==> config.mk <==
export PLATFORM = sky130hd
export DESIGN_NAME = ee_wb_front
export DESIGN_NICKNAME = d
export VERILOG_FILES = /design/src/eeprom_pkg.sv /design/src/ee_wb_front.sv
export VERILOG_INCLUDE_DIRS = /design/src
export SDC_FILE = /design/constraint.sdc
export NUM_CORES = 1
export LEC_CHECK = 0
export BUFFER_PORTS_ARGS = -buffer_cell sky130_fd_sc_hd__buf_2
export CORE_MARGIN = 2
export CORE_UTILIZATION = 42
export DETAILED_ROUTE_END_ITERATION = 16
export PLACE_DENSITY = 0.87
export SYNTH_ARGS = -nofsm -noshare
export SYNTH_HDL_FRONTEND = slang
export SYNTH_SLANG_ARGS = --single-unit
==> constraint.sdc <==
create_clock -name CLK -period 3.3 [get_ports CLK]
set_input_delay 0.33 -clock CLK [delete_from_list [all_inputs] [get_ports CLK]]
set_output_delay 0.33 -clock CLK [all_outputs]
set_load 0.02 [all_outputs]
==> src/eeprom_defines.svh <==
`ifndef EEPROM_DEFINES_SVH
`define EEPROM_DEFINES_SVH

// byte address into the 2048 byte array
`define EE_ADDR_W 11

// fixed upper nibble of the control byte
`define EE_DEV_CODE 4'b1010

// one SCL period is four of these
`define EE_QTR_CLKS 4

`endif

==> src/eeprom_pkg.sv <==
`include "eeprom_defines.svh"

package eeprom_pkg;

    typedef struct packed {
        logic                  write;
        logic [`EE_ADDR_W-1:0] addr;
        logic [7:0]            wdata;
    } ee_req_t;

    typedef struct packed {
        logic       err;   // device did not acknowledge
        logic [7:0] rdata;
    } ee_rsp_t;

    // a write step with mack set carries no byte, only the stop condition
    typedef struct packed {
        logic       start; // start, or repeated start when the bus is held
        logic       read;
        logic       mack;  // 1 = master NACK after a read byte
        logic       stop;
        logic [7:0] data;
    } ee_byte_cmd_t;

    typedef struct packed {
        logic       nack;
        logic [7:0] data;
    } ee_byte_rsp_t;

endpackage

==> src/ee_wb_front.sv <==
`include "eeprom_defines.svh"

module ee_wb_front (
    input  logic                  CLK,
    input  logic                  RESET,
    input  logic                  wb_cyc,
    input  logic                  wb_stb,
    input  logic                  wb_we,
    input  logic [`EE_ADDR_W-1:0] wb_adr,
    input  logic [7:0]            wb_dat_w,
    output logic [7:0]            wb_dat_r,
    output logic                  wb_ack,
    output logic                  wb_err,
    output eeprom_pkg::ee_req_t   req,
    output logic                  req_valid,
    input  logic                  req_ready,
    input  eeprom_pkg::ee_rsp_t   rsp,
    input  logic                  rsp_valid
);

    logic busy;  // a bus cycle is being served
    logic start;

    // ack/err still high means the host has not yet dropped stb
    assign start = wb_cyc && wb_stb && !busy && !wb_ack && !wb_err;

    always_ff @(posedge CLK)
    begin
        if (RESET)
        begin
            busy      <= 1'b0;
            req_valid <= 1'b0;
            wb_ack    <= 1'b0;
            wb_err    <= 1'b0;
        end
        else
        begin
            wb_ack <= rsp_valid && !rsp.err;
            wb_err <= rsp_valid && rsp.err;
            if (start)
            begin
                busy      <= 1'b1;
                req_valid <= 1'b1;
            end
            else if (req_valid && req_ready)
                req_valid <= 1'b0;
            if (rsp_valid)
                busy <= 1'b0;
        end
    end

    always_ff @(posedge CLK)
    begin
        if (start)
        begin
            req.write <= wb_we;
            req.addr  <= wb_adr;
            req.wdata <= wb_dat_w;
        end
        if (rsp_valid)
            wb_dat_r <= rsp.rdata;
    end

    // ack or err lasts a single cycle
    a_term_one_cycle: assert property (@(posedge CLK) disable iff (RESET)
        (wb_ack || wb_err) |=> !(wb_ack || wb_err));
    a_term_in_cycle: assert property (@(posedge CLK) disable iff (RESET)
        (wb_ack || wb_err) |-> (wb_cyc && wb_stb));

endmodule

==> flow_summary.yaml <==
floorplanning:
  rows: 17
  core_area_um2: 2230
  die_area_um2: 2790
  pin_count: 66
  start_util: 0.449
  die_width_um: 52.9
  die_y_um: 52.9
yosys:
  netlist_top_cells_count: "28 x edfxtp_1, 4 x dfxtp_1"
  ys_ff_latch: 32
  synthFlopType: "edfxtp_1"
  synthTopCellsByArea: "edfxtp_1 84%, dfxtp_1 8.0%, nand4bb_4 2.7%"
  synth_area_leader_cell: "edfxtp_1"
  synth_top_area_share: 0.839
  yosysWarnings: 0
  syn-mean-instance-area_um2: 25.1
  synth_fp_nets: 75
  synthMostInstantiatedCell: "edfxtp_1"
  ys_seq_area_frac: 0.919
  syn_inst: 40
  ys_async_sr_fraction: 0
  synth_edf_count: 28
  syn_area_um2: 1000
  synth_cell_types: 10
finish:
  areaGrowthSynthToFinish_pct: 43.8
  seqCellArea_um2: 921
  multiInputGateArea_um2: 80.1
  utilization: 0.645
  fillers: 164
  n_antenna_cell: 0
  fin_cells: 141
  layout.nets: 147
  drive_gt1_frac: 0.673
worst_setup_path:
  critPathMaxFanout: 20
  critPathLaunch: "wb_err"
  crit_end: "req[15]"
  cp-end-kind: "flip-flop"
  critPathMaxStageDelay_ns: 0.70
  crit_family: "simple AND/OR/NAND/NOR gates"
  crit_type: "flip-flop to flip-flop"
  worst_setup_path_start_kind: "flip-flop"
  worst-path-buf-inv: 0
  path_cells: "nand4bb_4 -> nor2_2"
  critPathRequiredTime_ns: 3.24
  path_depth: 2
  reg2reg_depth: 2
  critical_path_arrival_ns: 1.57
  r2r_end: "req[15]"
  worst_path_max_delay_cell: "nor2_2"
  timing.rr.start: "wb_err"
  rrSetupSlack_ns: 1.67
sta:
  max_slew_margin: 0.407
  fmax_mhz: 614
  fin_tns_setup_ns: 0
  period_share: 0.494
  setup_viol: 0
  rsz0062_at_grt: "false"
  final_hold_viol_count: 0
  drv_slew: 0
  clock_skew_ns: 0.00774
  worst_hold_slack_ns: 0.174
  worstMarginPinSlew_ns: 0.888
  min_period_ns: 1.63
global_routing:
  grtUsageTotal: 0.130
  grt_max_degree: 21
  grt_pass1_wl_mm: 2.29
  antenna_found_initial: 0
  globalRouteOverflowTotal: 0
  grt_pass1_vias: 612
power_and_ir_drop:
  pwr-share-seq: 0.570
  vdd_drop_max_mv: 0.484
  comb_power_share: 0.093
  internal_power_mw: 0.652
  power_mw: 0.821
  p_clk_frac: 0.337
  p_sw_mw: 0.169
  power.density_nw_per_um2: 570
  p_sw_frac: 0.206
  leakage_nw: 0.619
cts:
  clockRootBuffer: "clkbuf_4"
  cts_tree: "yes"
  clk_latency_ns: 0.31
  clk_pin_slew_ns: 0.09
  cts_buffers: 5
  htreeDepth: 2
  ctsResizeCount: 0
  clockBufferDepth: 2
  cts_setup_buffers: 0
  clock_sinks: 32
  postCtsHoldBufs: 0
min_path:
  hp-class: "input port to flip-flop"
placed_design:
  portBuffers: 65
  placed_cells: 133
  routabilityCongestion: 0.661
routing:
  wl_mm: 1.67
  drt-pass1-iter-count: 2
  ant_nets: 0
  via_per_inst: 4.52
  post_drt_wl_per_cell_um: 11.8
  drtIter0Drc: 1
  drc: 0
  vias: 637
job:
  cap_violations: 0
run_status:
  status: "finished clean"
[power by group through the flow]
stage / Clock [mW] / Combinational [mW] / Sequential, mW
after CTS: 0.286 / 0.0774 / 0.469
after global routing: 0.299 / 0.0819 / 0.470
after floorplan: 0 / 0.00850 / 0.505
after global placement: 0 / 0.0756 / 0.477
after detailed placement: 0 / 0.0772 / 0.477
final: 0.276 / 0.0763 / 0.468
[logic make-up (layout without fill, tap and decap cells)]
family	Yosys count	after routing	synth area share
flops	32	32	0.919
simple gates	5	5	0.0574
compound gates	2	2	0.0200
buf+inv	1	74	0.00374
[metal layers]
metal,GRT usage,up-vias,part of all wire
li1,-,305,-
met1,0.112,281,0.34
met2,0.217,47,0.52
met3,0.0621,4,0.13
met4,0.115,0,0.016
met5,0,-,0
[cell usage in the layout, fill, tap and decap left out]
master and instances:
a211oi_2 1, and3b_2 1, buf_2 65, bufinv_16 1
clkbuf_1 1, clkbuf_4 5, clkinv_2 1, dfxtp_1 4
edfxtp_1 28, inv_1 1, nand4bb_4 1, nor2_2 1
nor3b_1 1, o31ai_1 1, or3b_1 1
[state kept, by name, summed over array words and instances, names as in the netlist]
register and count:
wb_ack 1, busy 1, wb_err 1, wb_dat_r 8, req_valid 1, req 20
[how the worst min path moves through the flow]
stage / start / slack (ns) / cells past startpoint / endpoint
2_1_floorplan: rsp_valid / 0.39 / 1 / busy
3_3_place_gp: busy / 0.47 / 1 / req_valid
3_5_place_dp: busy / 0.49 / 2 / busy
4_1_cts: wb_adr[8] / 0.16 / 1 / req[16]
5_1_grt: wb_dat_w[3] / 0.15 / 1 / req[3]
6_report: rsp[8] / 0.17 / 2 / wb_ack
[stage by stage]
step	worst slack [ns]	cell area, um^2
2_1_floorplan	1.41	1000
3_3_place_gp	1.66	1370
3_5_place_dp	1.62	1370
4_1_cts	1.65	1440
6_report	1.67	1440
5_1_grt	1.56	1440
[layout make-up]
class | count | area share
flip-flops and latches | 32 | 0.639
repair buffers | 65 | 0.226
multi-input cells | 7 | 0.0556
clock buffers | 6 | 0.0286
clock inverters | 2 | 0.0243
well taps | 28 | 0.0243
inverters | 1 | 0.00260
(Power assumes the default switching activity.)
