<file path="config.mk">
export PLATFORM = sky130hd
export DESIGN_NAME = ee_txn_seq
export DESIGN_NICKNAME = d
export VERILOG_FILES = /design/src/eeprom_pkg.sv /design/src/ee_txn_seq.sv
export VERILOG_INCLUDE_DIRS = /design/src
export SDC_FILE = /design/constraint.sdc
export NUM_CORES = 1
export LEC_CHECK = 0
export ABC_CLOCK_PERIOD_IN_PS = 2400
export BUFFER_PORTS_ARGS = -buffer_cell sky130_fd_sc_hd__buf_2
export CAP_MARGIN = 20
export CORE_MARGIN = 2
export CORE_UTILIZATION = 48
export DETAILED_ROUTE_END_ITERATION = 8
export PLACE_DENSITY = 0.8
export SYNTH_ARGS = -nofsm -noshare
export SYNTH_HDL_FRONTEND = slang
export SYNTH_SLANG_ARGS = --single-unit
</file>
<file path="constraint.sdc">
create_clock -name CLK -period 2.4 [get_ports CLK]
set_input_delay 0.24 -clock CLK [delete_from_list [all_inputs] [get_ports CLK]]
set_output_delay 0.24 -clock CLK [all_outputs]
set_load 0.01 [all_outputs]
</file>
<file path="src/eeprom_defines.svh">
`ifndef EEPROM_DEFINES_SVH
`define EEPROM_DEFINES_SVH

// byte address into the 2048 byte array
`define EE_ADDR_W 11

// fixed upper nibble of the control byte
`define EE_DEV_CODE 4'b1010

// one SCL period is four of these
`define EE_QTR_CLKS 4

`endif

</file>
<file path="src/eeprom_pkg.sv">
`include "eeprom_defines.svh"

package eeprom_pkg;

    typedef struct packed {
        logic                  write;
        logic [`EE_ADDR_W-1:0] addr;
        logic [7:0]            wdata;
    } ee_req_t;

    typedef struct packed {
        logic       err;   // device did not acknowledge
        logic [7:0] rdata;
    } ee_rsp_t;

    // a write step with mack set carries no byte, only the stop condition
    typedef struct packed {
        logic       start; // start, or repeated start when the bus is held
        logic       read;
        logic       mack;  // 1 = master NACK after a read byte
        logic       stop;
        logic [7:0] data;
    } ee_byte_cmd_t;

    typedef struct packed {
        logic       nack;
        logic [7:0] data;
    } ee_byte_rsp_t;

endpackage

</file>
<file path="src/ee_txn_seq.sv">
`include "eeprom_defines.svh"

module ee_txn_seq (
    input  logic                     CLK,
    input  logic                     RESET,
    input  eeprom_pkg::ee_req_t      req,
    input  logic                     req_valid,
    output logic                     req_ready,
    output eeprom_pkg::ee_rsp_t      rsp,
    output logic                     rsp_valid,
    output eeprom_pkg::ee_byte_cmd_t cmd,
    output logic                     cmd_valid,
    input  logic                     cmd_ready,
    input  eeprom_pkg::ee_byte_rsp_t byte_rsp,
    input  logic                     byte_done
);
    import eeprom_pkg::*;

    typedef enum logic [2:0] {
        S_IDLE, S_CTRL, S_ADDR, S_DATA, S_RS_CTRL, S_RD_DATA, S_STOP
    } state_t;

    state_t  state;
    ee_req_t req_q;

    assign req_ready = (state == S_IDLE);

    always_comb
    begin
        cmd = '0;
        case (state)
            S_CTRL:
            begin
                cmd.start = 1'b1;
                cmd.data  = {`EE_DEV_CODE, req_q.addr[`EE_ADDR_W-1:8], 1'b0};
            end
            S_ADDR:    cmd.data = req_q.addr[7:0];
            S_DATA:
            begin
                cmd.stop = 1'b1;
                cmd.data = req_q.wdata;
            end
            S_RS_CTRL:
            begin
                cmd.start = 1'b1;
                cmd.data  = {`EE_DEV_CODE, req_q.addr[`EE_ADDR_W-1:8], 1'b1};
            end
            S_RD_DATA:
            begin
                cmd.read = 1'b1;
                cmd.mack = 1'b1;  // single byte read ends with NACK
                cmd.stop = 1'b1;
                cmd.data = 8'hff;
            end
            S_STOP:
            begin
                cmd.mack = 1'b1;  // stop only
                cmd.stop = 1'b1;
            end
            default: ;
        endcase
    end

    always_ff @(posedge CLK)
    begin
        if (RESET)
        begin
            state     <= S_IDLE;
            cmd_valid <= 1'b0;
            rsp_valid <= 1'b0;
        end
        else
        begin
            rsp_valid <= 1'b0;
            if (cmd_valid && cmd_ready)
                cmd_valid <= 1'b0;
            if (state == S_IDLE)
            begin
                if (req_valid)
                begin
                    state     <= S_CTRL;
                    cmd_valid <= 1'b1;
                end
            end
            else if (byte_done)
            begin
                case (state)
                    S_CTRL:    state <= byte_rsp.nack ? S_STOP : S_ADDR;
                    S_ADDR:    state <= byte_rsp.nack ? S_STOP :
                                        req_q.write ? S_DATA : S_RS_CTRL;
                    S_RS_CTRL: state <= byte_rsp.nack ? S_STOP : S_RD_DATA;
                    default:   state <= S_IDLE;  // last byte, stop already on the bus
                endcase
                if (state == S_DATA || state == S_RD_DATA || state == S_STOP)
                    rsp_valid <= 1'b1;
                else
                    cmd_valid <= 1'b1;
            end
        end
    end

    always_ff @(posedge CLK)
    begin
        if (req_valid && req_ready)
            req_q <= req;
        if (byte_done)
        begin
            rsp.err   <= byte_rsp.nack || (state == S_STOP);
            rsp.rdata <= byte_rsp.data;
        end
    end

    // one byte in flight between sequencer and bit engine
    a_one_in_flight: assert property (@(posedge CLK) disable iff (RESET)
        (cmd_valid && cmd_ready) |=> (!cmd_valid until_with byte_done));

endmodule

</file>
==> metrics.log <==
[metrics] status: finished clean
[metrics] routed len/inst: approximately 12 µm
[metrics] ratio of cells with drive above 1 in the final layout: 0.416
[metrics] R2R Setup Slk: between 800 and 900 ps
[metrics] worst-case setup margin in the final layout: around 370 ps
[metrics] total via count in the routed design: 1,105
[metrics] multiplexer area fraction after synthesis: 0.0406
[metrics] combinational family with the most area after synthesis: compound AO/OA/AOI/OAI gates
[metrics] final clock period utilization by the worst path: 0.846
[metrics] Residual DRC: 0
[metrics] detailed-router iteration count before antenna repair: 4
[metrics] DP Wirelength: 2030 µm
[metrics] post-route cell area: 0.00192 mm²
[metrics] port buffer count: 57
[metrics] cell types with the largest area share after synthesis: sky130_fd_sc_hd__edfxtp_1 56%, sky130_fd_sc_hd__dfxtp_1 6.5%, sky130_fd_sc_hd__mux2i_1 2.6%
[metrics] Hold Path Origin: req[7]
[metrics] clk sinks: 34
[metrics] worst reg-to-reg path cell count: 3
[metrics] Hold Buf Count CTS: 0
[metrics] number of global-route vias before repair: 1,028
[metrics] r2r startpoint: state[0]
[metrics] critical setup path kind: register to primary output
[metrics] Post-DP Area: 0.00187 mm²
[metrics] pin count of the biggest net entering global routing: 23
[metrics] Post-Place Cells: roughly 210
[metrics] number of ports placed on the die boundary: between 50 and 60
[metrics] top cell type by total area after synthesis: sky130_fd_sc_hd__edfxtp_1
[metrics] Endpoint, Worst Hold: req_q[7]
[metrics] parity-gate share of the synthesized area counting xor and xnor cells: 0.0114
[metrics] Clock Tree Buf Depth: 2
[metrics] final total power: 1.27 mW
[metrics] setup total negative slack: 0 ps
[metrics] remaining global-route overflow: 0
[metrics] number of failing hold endpoints at the final stage: 0
[metrics] compound-cell area share of the yosys netlist: 0.152
[metrics] fillers: between 200 and 300
[metrics] actual slew at the worst max-slew pin: roughly 350 ps
[metrics] power density over the cells: about 660 mW/mm²
[metrics] post-CTS repair timing setup buffer count: 0
[metrics] number of distinct library cell variants in the gate-level netlist after synthesis: between 40 and 50
[metrics] unrepaired setup endpoints after global routing: false
[metrics] Synth Area in Adders: 0.00812
[metrics] wire length of the first global-routing pass: between 4000 and 5000 µm
[metrics] peak ir drop on the vdd network: between 0.4 and 0.5 mV
[metrics] Pleak: 0.819 nW
[metrics] area overhead of the layout relative to synthesis: 24.3%
[metrics] Max Clock Freq: roughly 500 MHz
[metrics] floorplan row count: 20
[metrics] critical path startpoint: state[0]
[metrics] worst slack at placement: between 700 and 800 ps
[metrics] syn avg cell area: ~13 µm²
[metrics] Avg Vias per Cell: roughly 5
[metrics] Starting Density: 0.505
[metrics] Tot GR Track Use: 0.168
[metrics] endpoint type of the worst setup path: primary output
[metrics] Cells on Worst Hold Path: 1
[metrics] simple-gate portion of the synthesized area: 0.117
[metrics] htree depth: 2
[metrics] skew final: about 7.5 ps
[metrics] fraction of post-synthesis cell area in the top cell type by area: 0.565
[metrics] routability congestion estimate from global placement: 0.782
[metrics] total detailed-routing wirelength: approximately 2800 µm
[metrics] highest cell delay on the worst timing path: 540 ps
[metrics] reg2reg end: req_q[19]
[metrics] net count after synthesis: 150
[metrics] final critical path time including I/O delays and setup: 2030 ps
[metrics] total of cells resized after clock tree synthesis: 0
[metrics] instance count of the mapped netlist: ~120
[metrics] insertion delay to the later sink of the worst-skew pair: around 330 ps
[metrics] number of buffers inserted during clock tree synthesis: 5
[metrics] synthesis warning total: 0
[metrics] startpoint types: register
[metrics] path class of the lowest-slack min-delay path: input port to register
[metrics] data arrival time of the critical path: between 1500 and 2000 ps
[metrics] area of the mapped netlist: 0.00154 mm²
[metrics] CTS clk-pin slew, worst paths: roughly 90 ps
[metrics] Cell Count, Final, Fillers Out: about 220
[metrics] flop and latch count out of synthesis: 34
[metrics] area of the core: ~0.003 mm²
[metrics] number of nets with antenna violations after routing: 0
[metrics] cell with the biggest individual delay on the critical path: sky130_fd_sc_hd__dfxtp_1
[metrics] final net count: roughly 210
[metrics] crit path cell chain: buf_4, nor2_1, a32o_1, o21a_1, buf_2
[metrics] antenna diode count: 0
[metrics] cell at the root of the clock tree: sky130_fd_sc_hd__clkbuf_4
[metrics] number of antenna violations at the first check in global routing: 0
[metrics] max-cap check violation count: 0
[metrics] TritonCTS clock tree: yes
[metrics] data required time at the worst endpoint: 2160 ps
[metrics] number of failing setup endpoints in the final timing report: 0
[metrics] max-slew violation total from the final report: 0
[metrics] Die Span X: 60.7 µm
[metrics] iteration-0 DRC count of the detailed router: 15
[metrics] sequential cell area fraction in the yosys report: 0.630
[metrics] largest fanout on the critical path: 18
[metrics] max_slew headroom: 0.768
[metrics] die height: between 60 and 70 µm
[metrics] die area: between 0.003 and 0.004 mm²
## synthesized netlist by cell type (all sizes together)
cell / number
nor3b: 1
nand3b: 1
o32ai: 1
xor2: 1
xnor2: 1
and3b: 1
a21oi: 7
a211oi: 1
o21bai: 1
mux2: 2
dfxtp: 5
and2b: 1
inv: 5
nor3: 1
o21a: 5
nor2b: 5
a22oi: 1
and2: 1
a21bo: 1
ha: 1
nand2: 6
a21o: 1
nor4b: 1
o21ai: 5
edfxtp: 29
nand2b: 4
mux2i: 4
o311a: 1
a31oi: 1
buf: 6
a22o: 1
nor2: 8
a21boi: 1
o41ai: 2
o211ai: 1
a32o: 1
## worst max path at each step
stage	end
floorplan	req_q[0]
global placement	cmd[7]
detailed placement	cmd[7]
CTS	cmd[7]
global route	cmd[7]
finish	cmd[7]
## cells by family after synthesis
family	after synthesis
simple gates	30
xor+xnor	2
fa+ha+maj	1
flops	34
buf+inv	11
mux	6
compound gates	31
## layout by cell type, fill, tap and decap left out, drive strengths merged, types with 2 or more instances in the layout
cell and instances:
clkbuf 8, mux2 2, a21oi 7, buf 61
edfxtp 29, mux2i 4, nor2 8, o41ai 2
nor2b 5, nand2 6, o21ai 5, dfxtp 5
o21a 5, inv 5, nand2b 4
## per-stage QoR
stage | util | hold WS [ps]
after floorplan | - | 305
after global placement | 0.611 | 416
after detailed placement | 0.611 | 418
after CTS | 0.627 | 59.3
after global routing | 0.627 | 49.3
final | 0.627 | 75.0
## state kept, by name, indices dropped and copies added, names as in the netlist
register,cells
cmd_valid,1
req_q,20
rsp,9
rsp_valid,1
state,3
## layer usage
layer	routed length, µm	share of wire	up-vias	GRT usage
met3	270	0.098	2	0.0768
met4	10	0.0036	0	0.0466
li1	-	-	548	-
met5	0	0	-	0
met1	1080	0.39	507	0.192
met2	1390	0.50	48	0.284
## power by group
part | leakage [nW] | switching, mW | internal (mW)
Sequential | 0.320 | 0.0216 | 0.705
Clock | 0.0265 | 0.173 | 0.117
Combinational | 0.473 | 0.142 | 0.115
## worst max-delay path, delay by kind of cell, from the launching register on
| family | cells | cell delay (ps) |
|---|---|---|
| flops | 1 | 540 |
| buf+inv | 2 | 440 |
| compound gates | 2 | 420 |
| simple gates | 1 | 60 |
## cell type report
class / count / area, µm² / share of cell area
tap: 44 / 55.1 / 0.0287
clock buffer: 8 / 48.8 / 0.0255
timing repair buffer: 61 / 315 / 0.165
sequential: 34 / 971 / 0.507
multi-input combinational: 70 / 507 / 0.265
inverter: 5 / 18.8 / 0.00980
(Power assumes the default switching activity.)
