File: src/eeprom_defines.svh
`ifndef EEPROM_DEFINES_SVH
`define EEPROM_DEFINES_SVH

// byte address into the 2048 byte array
`define EE_ADDR_W 11

// fixed upper nibble of the control byte
`define EE_DEV_CODE 4'b1010

// one SCL period is four of these
`define EE_QTR_CLKS 4

`endif

File: src/eeprom_pkg.sv
`include "eeprom_defines.svh"

package eeprom_pkg;

    typedef struct packed {
        logic                  write;
        logic [`EE_ADDR_W-1:0] addr;
        logic [7:0]            wdata;
    } ee_req_t;

    typedef struct packed {
        logic       err;   // device did not acknowledge
        logic [7:0] rdata;
    } ee_rsp_t;

    // a write step with mack set carries no byte, only the stop condition
    typedef struct packed {
        logic       start; // start, or repeated start when the bus is held
        logic       read;
        logic       mack;  // 1 = master NACK after a read byte
        logic       stop;
        logic [7:0] data;
    } ee_byte_cmd_t;

    typedef struct packed {
        logic       nack;
        logic [7:0] data;
    } ee_byte_rsp_t;

endpackage

File: src/ee_bit_engine.sv
`include "eeprom_defines.svh"

module ee_bit_engine (
    input  logic                     CLK,
    input  logic                     RESET,
    input  eeprom_pkg::ee_byte_cmd_t cmd,
    input  logic                     cmd_valid,
    output logic                     cmd_ready,
    output eeprom_pkg::ee_byte_rsp_t byte_rsp,
    output logic                     byte_done,
    output logic                     scl,
    output logic                     sda_drive_low,
    input  logic                     sda_in
);
    import eeprom_pkg::*;

    localparam int QCW = $clog2(`EE_QTR_CLKS);

    typedef enum logic [2:0] {PH_IDLE, PH_START, PH_BITS, PH_WAIT, PH_STOP} phase_t;

    phase_t         phase;
    ee_byte_cmd_t   cmd_q;
    logic [QCW-1:0] qcnt;
    logic [1:0]     q;       // quarter of the SCL period, high in 2 and 3
    logic [3:0]     bitcnt;  // 8 is the ack bit
    logic [7:0]     sh;      // shifts out on writes, in on reads
    logic           qtick;
    logic           running;
    logic           accept;
    logic           stop_only;
    logic           sda_low_next;

    assign cmd_ready = (phase == PH_IDLE) || (phase == PH_WAIT);
    assign accept    = cmd_valid && cmd_ready;
    assign running   = (phase == PH_START) || (phase == PH_BITS) || (phase == PH_STOP);
    assign qtick     = running && (qcnt == QCW'(`EE_QTR_CLKS - 1));
    assign stop_only = !cmd_q.read && cmd_q.mack;

    // SDA level for the second quarter, SCL is low then
    always_comb
    begin
        case (phase)
            PH_START: sda_low_next = 1'b0;
            PH_STOP:  sda_low_next = 1'b1;
            default:
            begin
                if (bitcnt[3])
                    sda_low_next = cmd_q.read && !cmd_q.mack;  // master ack
                else
                    sda_low_next = !cmd_q.read && !sh[7];
            end
        endcase
    end

    always_ff @(posedge CLK)
    begin
        if (RESET)
        begin
            phase         <= PH_IDLE;
            qcnt          <= '0;
            q             <= '0;
            bitcnt        <= '0;
            scl           <= 1'b1;
            sda_drive_low <= 1'b0;
            byte_done     <= 1'b0;
        end
        else
        begin
            byte_done <= 1'b0;
            if (accept)
            begin
                qcnt   <= '0;
                q      <= '0;
                bitcnt <= '0;
                scl    <= 1'b0;
                if (!cmd.read && cmd.mack)
                    phase <= PH_STOP;
                else if (cmd.start)
                    phase <= PH_START;
                else
                    phase <= PH_BITS;
            end
            else if (running)
            begin
                qcnt <= qtick ? '0 : qcnt + 1'b1;
                if (qtick)
                begin
                    q   <= q + 2'd1;
                    scl <= (q == 2'd1) || (q == 2'd2);
                    case (q)
                        2'd0: sda_drive_low <= sda_low_next;
                        2'd2:
                        begin
                            if (phase == PH_START)
                                sda_drive_low <= 1'b1;  // start, SDA falls with SCL high
                            else if (phase == PH_STOP)
                                sda_drive_low <= 1'b0;  // stop, SDA rises with SCL high
                        end
                        2'd3:
                        begin
                            if (phase == PH_START)
                                phase <= PH_BITS;
                            else if (phase == PH_BITS)
                            begin
                                if (bitcnt == 4'd8)
                                begin
                                    byte_done <= 1'b1;
                                    phase     <= cmd_q.stop ? PH_STOP : PH_WAIT;
                                end
                                else
                                    bitcnt <= bitcnt + 4'd1;
                            end
                            else
                            begin
                                phase     <= PH_IDLE;
                                scl       <= 1'b1;
                                byte_done <= stop_only;
                            end
                        end
                        default: ;
                    endcase
                end
            end
        end
    end

    // sample at the middle of SCL high
    always_ff @(posedge CLK)
    begin
        if (accept)
        begin
            cmd_q         <= cmd;
            sh            <= cmd.data;
            byte_rsp.nack <= 1'b0;
        end
        else if (qtick && q == 2'd2 && phase == PH_BITS)
        begin
            if (bitcnt[3])
            begin
                byte_rsp.nack <= !cmd_q.read && sda_in;
                byte_rsp.data <= sh;
            end
            else
                sh <= {sh[6:0], sda_in};
        end
    end

    a_sda_scl_low: assert property (@(posedge CLK) disable iff (RESET)
        $changed(sda_drive_low) |-> (!scl || phase inside {PH_START, PH_STOP}));

endmodule

File: config.mk
export PLATFORM = sky130hd
export DESIGN_NAME = ee_bit_engine
export DESIGN_NICKNAME = d
export VERILOG_FILES = /design/src/eeprom_pkg.sv /design/src/ee_bit_engine.sv
export VERILOG_INCLUDE_DIRS = /design/src
export SDC_FILE = /design/constraint.sdc
export NUM_CORES = 1
export LEC_CHECK = 0
export BUFFER_PORTS_ARGS = -buffer_cell sky130_fd_sc_hd__clkbuf_2
export CAP_MARGIN = 20
export CELL_PAD_IN_SITES_DETAIL_PLACEMENT = 2
export CELL_PAD_IN_SITES_GLOBAL_PLACEMENT = 2
export CORE_ASPECT_RATIO = 0.6
export CORE_MARGIN = 2
export CORE_UTILIZATION = 37
export CTS_CLUSTER_DIAMETER = 40
export DETAILED_ROUTE_END_ITERATION = 10
export GPL_TIMING_DRIVEN = 0
export PLACE_DENSITY_LB_ADDON = 0.1
export SYNTH_ARGS = -nofsm -noshare
export SYNTH_HDL_FRONTEND = slang
export SYNTH_SLANG_ARGS = --single-unit
File: constraint.sdc
create_clock -name CLK -period 4.8 [get_ports CLK]
set_input_delay 0.96 -clock CLK [delete_from_list [all_inputs] [get_ports CLK]]
set_output_delay 0.96 -clock CLK [all_outputs]
set_load 0.005 [all_outputs]
==> flow_metrics.py <==
metrics = {
    "outcome": {
        "run_status": "finished clean",
    },
    "place": {
        "place_congestion": 0.787,
        "dp_slack_ps": 1950,
        "dp.cells": 246,
        "hpwl_um": 3300,
        "portBuffers": 28,
    },
    "worst_hold_path": {
        "hp-class": "reg -> reg",
    },
    "job": {
        "drv_cap": 0,
    },
    "route": {
        "avgViaCountPerCell": 5.20,
        "firstDrtPassIters": 4,
        "routed_wl_um": 4680,
        "drt_first_iter_violations": 60,
        "route.detailed.drc": 0,
        "vias": 1320,
        "detail-route-antenna-nets": 0,
        "wl_per_cell_um": 18.4,
    },
    "sta": {
        "hold_viol_final": 0,
        "fmax_mhz": 381,
        "slew_viol_final": 0,
        "period_minus_slack_ps": 2630,
        "tns_ps": 0,
        "rsz0062_at_grt": "no",
        "setup_slack_ps": 2170,
        "setup_viol": 0,
        "slew_headroom": 0.467,
        "fin_crit_sh": 0.547,
        "skew_ps": 8.39,
        "tightestPinTransition_ps": 791,
    },
    "critical_path": {
        "start_kind": "register",
        "endpoint_kind": "register",
        "cp.required_ps": 4800,
        "worstPathArrival_ps": 2630,
        "critPathMaxFanout": 10,
        "criticalPathCategory": "reg -> reg",
    },
    "pwr": {
        "vdd_ir_drop_max_v": 0.000180,
        "power_density_nw_per_um2": 416,
        "p_leak_nw": 0.822,
    },
    "floorplan": {
        "dieArea_um2": 4950,
        "die_w_um": 89.5,
        "core-area_um2": 4170,
        "ios": 29,
        "start_util": 0.389,
        "die_h_um": 55.3,
        "num_rows": 18,
    },
    "logic_synthesis": {
        "syn-cell-area_um2": 1620,
        "synth_fa_ha_area_frac": 0.0463,
        "synth_top_family_by_area": "simple AND/OR/NAND/NOR gates",
        "synth_nets": 179,
        "yosys.area_share.xor_xnor": 0.0324,
        "ys_ff_latch": 34,
        "synth_cell_types": 41,
        "yosysSeqAreaShare": 0.537,
        "synth_compound_area_frac": 0.107,
        "synth_mux_area_frac": 0.0185,
        "avgSynthCellArea_um2": 10.3,
        "yosysWarnings": 0,
        "synth_simple_gate_area_frac": 0.216,
        "synthCells": 157,
    },
    "grt": {
        "grt_pass1_vias": 1404,
        "antenna_found_initial": 0,
        "globalRouteOverflowTotal": 0,
        "grt_pass1_wl_um": 7510,
        "grt_max_degree": 13,
        "grt_usage": 0.210,
    },
    "clock_network": {
        "clock_latency_ps": 300,
        "cts_hold_buf": 0,
        "clk_pin_slew_ps": 80,
        "cts_buffers": 5,
        "cts_tree": "done",
        "cts_root_buffer": "clkbuf_8",
        "cts_setup_buffers": 0,
        "htree_num_levels": 2,
        "cts_sinks": 34,
        "cts.path.max_buffers": 2,
        "cts_resized": 0,
    },
    "layout": {
        "stdcell_count": 254,
        "final_util": 0.474,
        "drive_gt1_frac": 0.227,
        "nets": 215,
        "syn2layout_area_growth_pct": 21.8,
        "antenna_cells": 0,
    },
}
where the power goes:
part           internal (W)  switching (W)  total (W)
Combinational     0.0000537      0.0000908   0.000145
Sequential         0.000342      0.0000177   0.000360
Clock              0.000206       0.000111   0.000317
sequential cells by signal, indices dropped and copies added (netlist names):
| signal | flops |
|---|---|
| cmd_q | 3 |
| phase | 3 |
| sh | 8 |
| scl | 1 |
| qcnt | 2 |
| byte_done | 1 |
| bitcnt | 4 |
| sda_drive_low | 1 |
| q | 2 |
| byte_rsp | 9 |
routing by layer:
metal	global-route usage	part of all wire	vias up
met2	0.315	0.48	25
met3	0.0583	0.029	9
met5	0	0	-
li1	-	-	625
met4	0.0704	0.015	0
met1	0.291	0.47	661
layout by cell type (no fill, tap or decap), types with 2 or more instances in the layout:
cell type,instances
nor2b_1,2
bufinv_16,2
nand2_1,32
ha_1,6
a211oi_1,4
nor2b_4,2
nand3b_1,2
xnor2_1,3
a31oi_1,2
o2111ai_1,2
clkbuf_2,28
and2_1,2
o21ai_0,4
inv_1,9
nand3_1,3
nand2b_1,2
mux2i_1,3
clkbuf_1,4
or3_1,2
buf_2,2
dfxtp_1,15
clkbuf_8,5
a21oi_1,5
xor2_1,3
o32a_1,2
nor2_1,9
edfxtp_1,19
nand4_1,3
cell families (layout without fill, tap and decap cells):
family,Yosys count,count (layout)
compound gates,25,25
xor+xnor,6,6
fa+ha+maj,6,6
buf+inv,16,53
flops,34,34
mux,3,3
simple gates,67,67
cell usage after synthesis:
library cell / number / area (um^2)
o21ai_0: 4 / 20.0
and4_1: 1 / 8.76
buf_2: 1 / 5.00
a21oi_1: 5 / 25.0
o22ai_1: 1 / 6.26
nand2_1: 32 / 120
nor3_1: 1 / 5.00
xnor2_1: 3 / 26.3
nand3b_1: 2 / 15.0
nor2_1: 9 / 33.8
mux2i_1: 3 / 30.0
a21o_1: 1 / 7.51
o211ai_1: 1 / 7.51
buf_1: 1 / 3.75
or2_2: 1 / 6.26
a311oi_1: 1 / 8.76
edfxtp_1: 19 / 571
or3b_2: 1 / 8.76
nor4b_1: 1 / 8.76
o221ai_1: 1 / 8.76
ha_1: 6 / 75.1
o211a_1: 1 / 10.0
and2_1: 2 / 12.5
buf_6: 1 / 11.3
nor3b_2: 1 / 12.5
o32a_1: 2 / 20.0
a31oi_1: 2 / 12.5
a211oi_1: 4 / 30.0
nand4_1: 3 / 18.8
o2111ai_1: 2 / 17.5
or3_1: 2 / 12.5
nand2b_1: 2 / 12.5
or4b_4: 1 / 13.8
nor2b_4: 2 / 27.5
dfxtp_1: 15 / 300
and3_1: 1 / 6.26
inv_1: 9 / 33.8
xor2_1: 3 / 26.3
clkbuf_1: 4 / 15.0
nor2b_1: 2 / 12.5
nand3_1: 3 / 15.0
area by class of cell:
class,count,area [um^2]
timing repair buffer,29,145
clock inverter,3,63.8
buffer,7,35.0
multi-input combinational,107,682
inverter,9,33.8
sequential,34,871
clock buffer,5,68.8
fill,452,2190
tap,60,75.1
critical path: stages (launching register included):
cell	delay (ps)
dfxtp_1	360
buf_1	260
nor3b_2	580
nand3_1	160
o21ai_0	650
buf_2	310
metrics by stage:
stage | total power [W] | cell area (um^2) | hold WS [ps]
after CTS | 0.000825 | 1970 | 450
after global routing | 0.000853 | 1970 | 485
final | 0.000821 | 1970 | 452
after floorplan | 0.000455 | 1620 | 417
after detailed placement | 0.000506 | 1840 | 434
after global placement | 0.000493 | 1840 | 431
final timing paths:
path / start / to / slack (ps) / cells after the start
max: phase[2] / sh[2] / 2170 / 5
max reg2reg: phase[2] / sh[2] / 2170 / 5
min reg2reg: sh[3] / byte_rsp[3] / 450 / 0
min: sh[3] / byte_rsp[3] / 450 / 0
No activity file was read; power rests on OpenSTA's default activity.
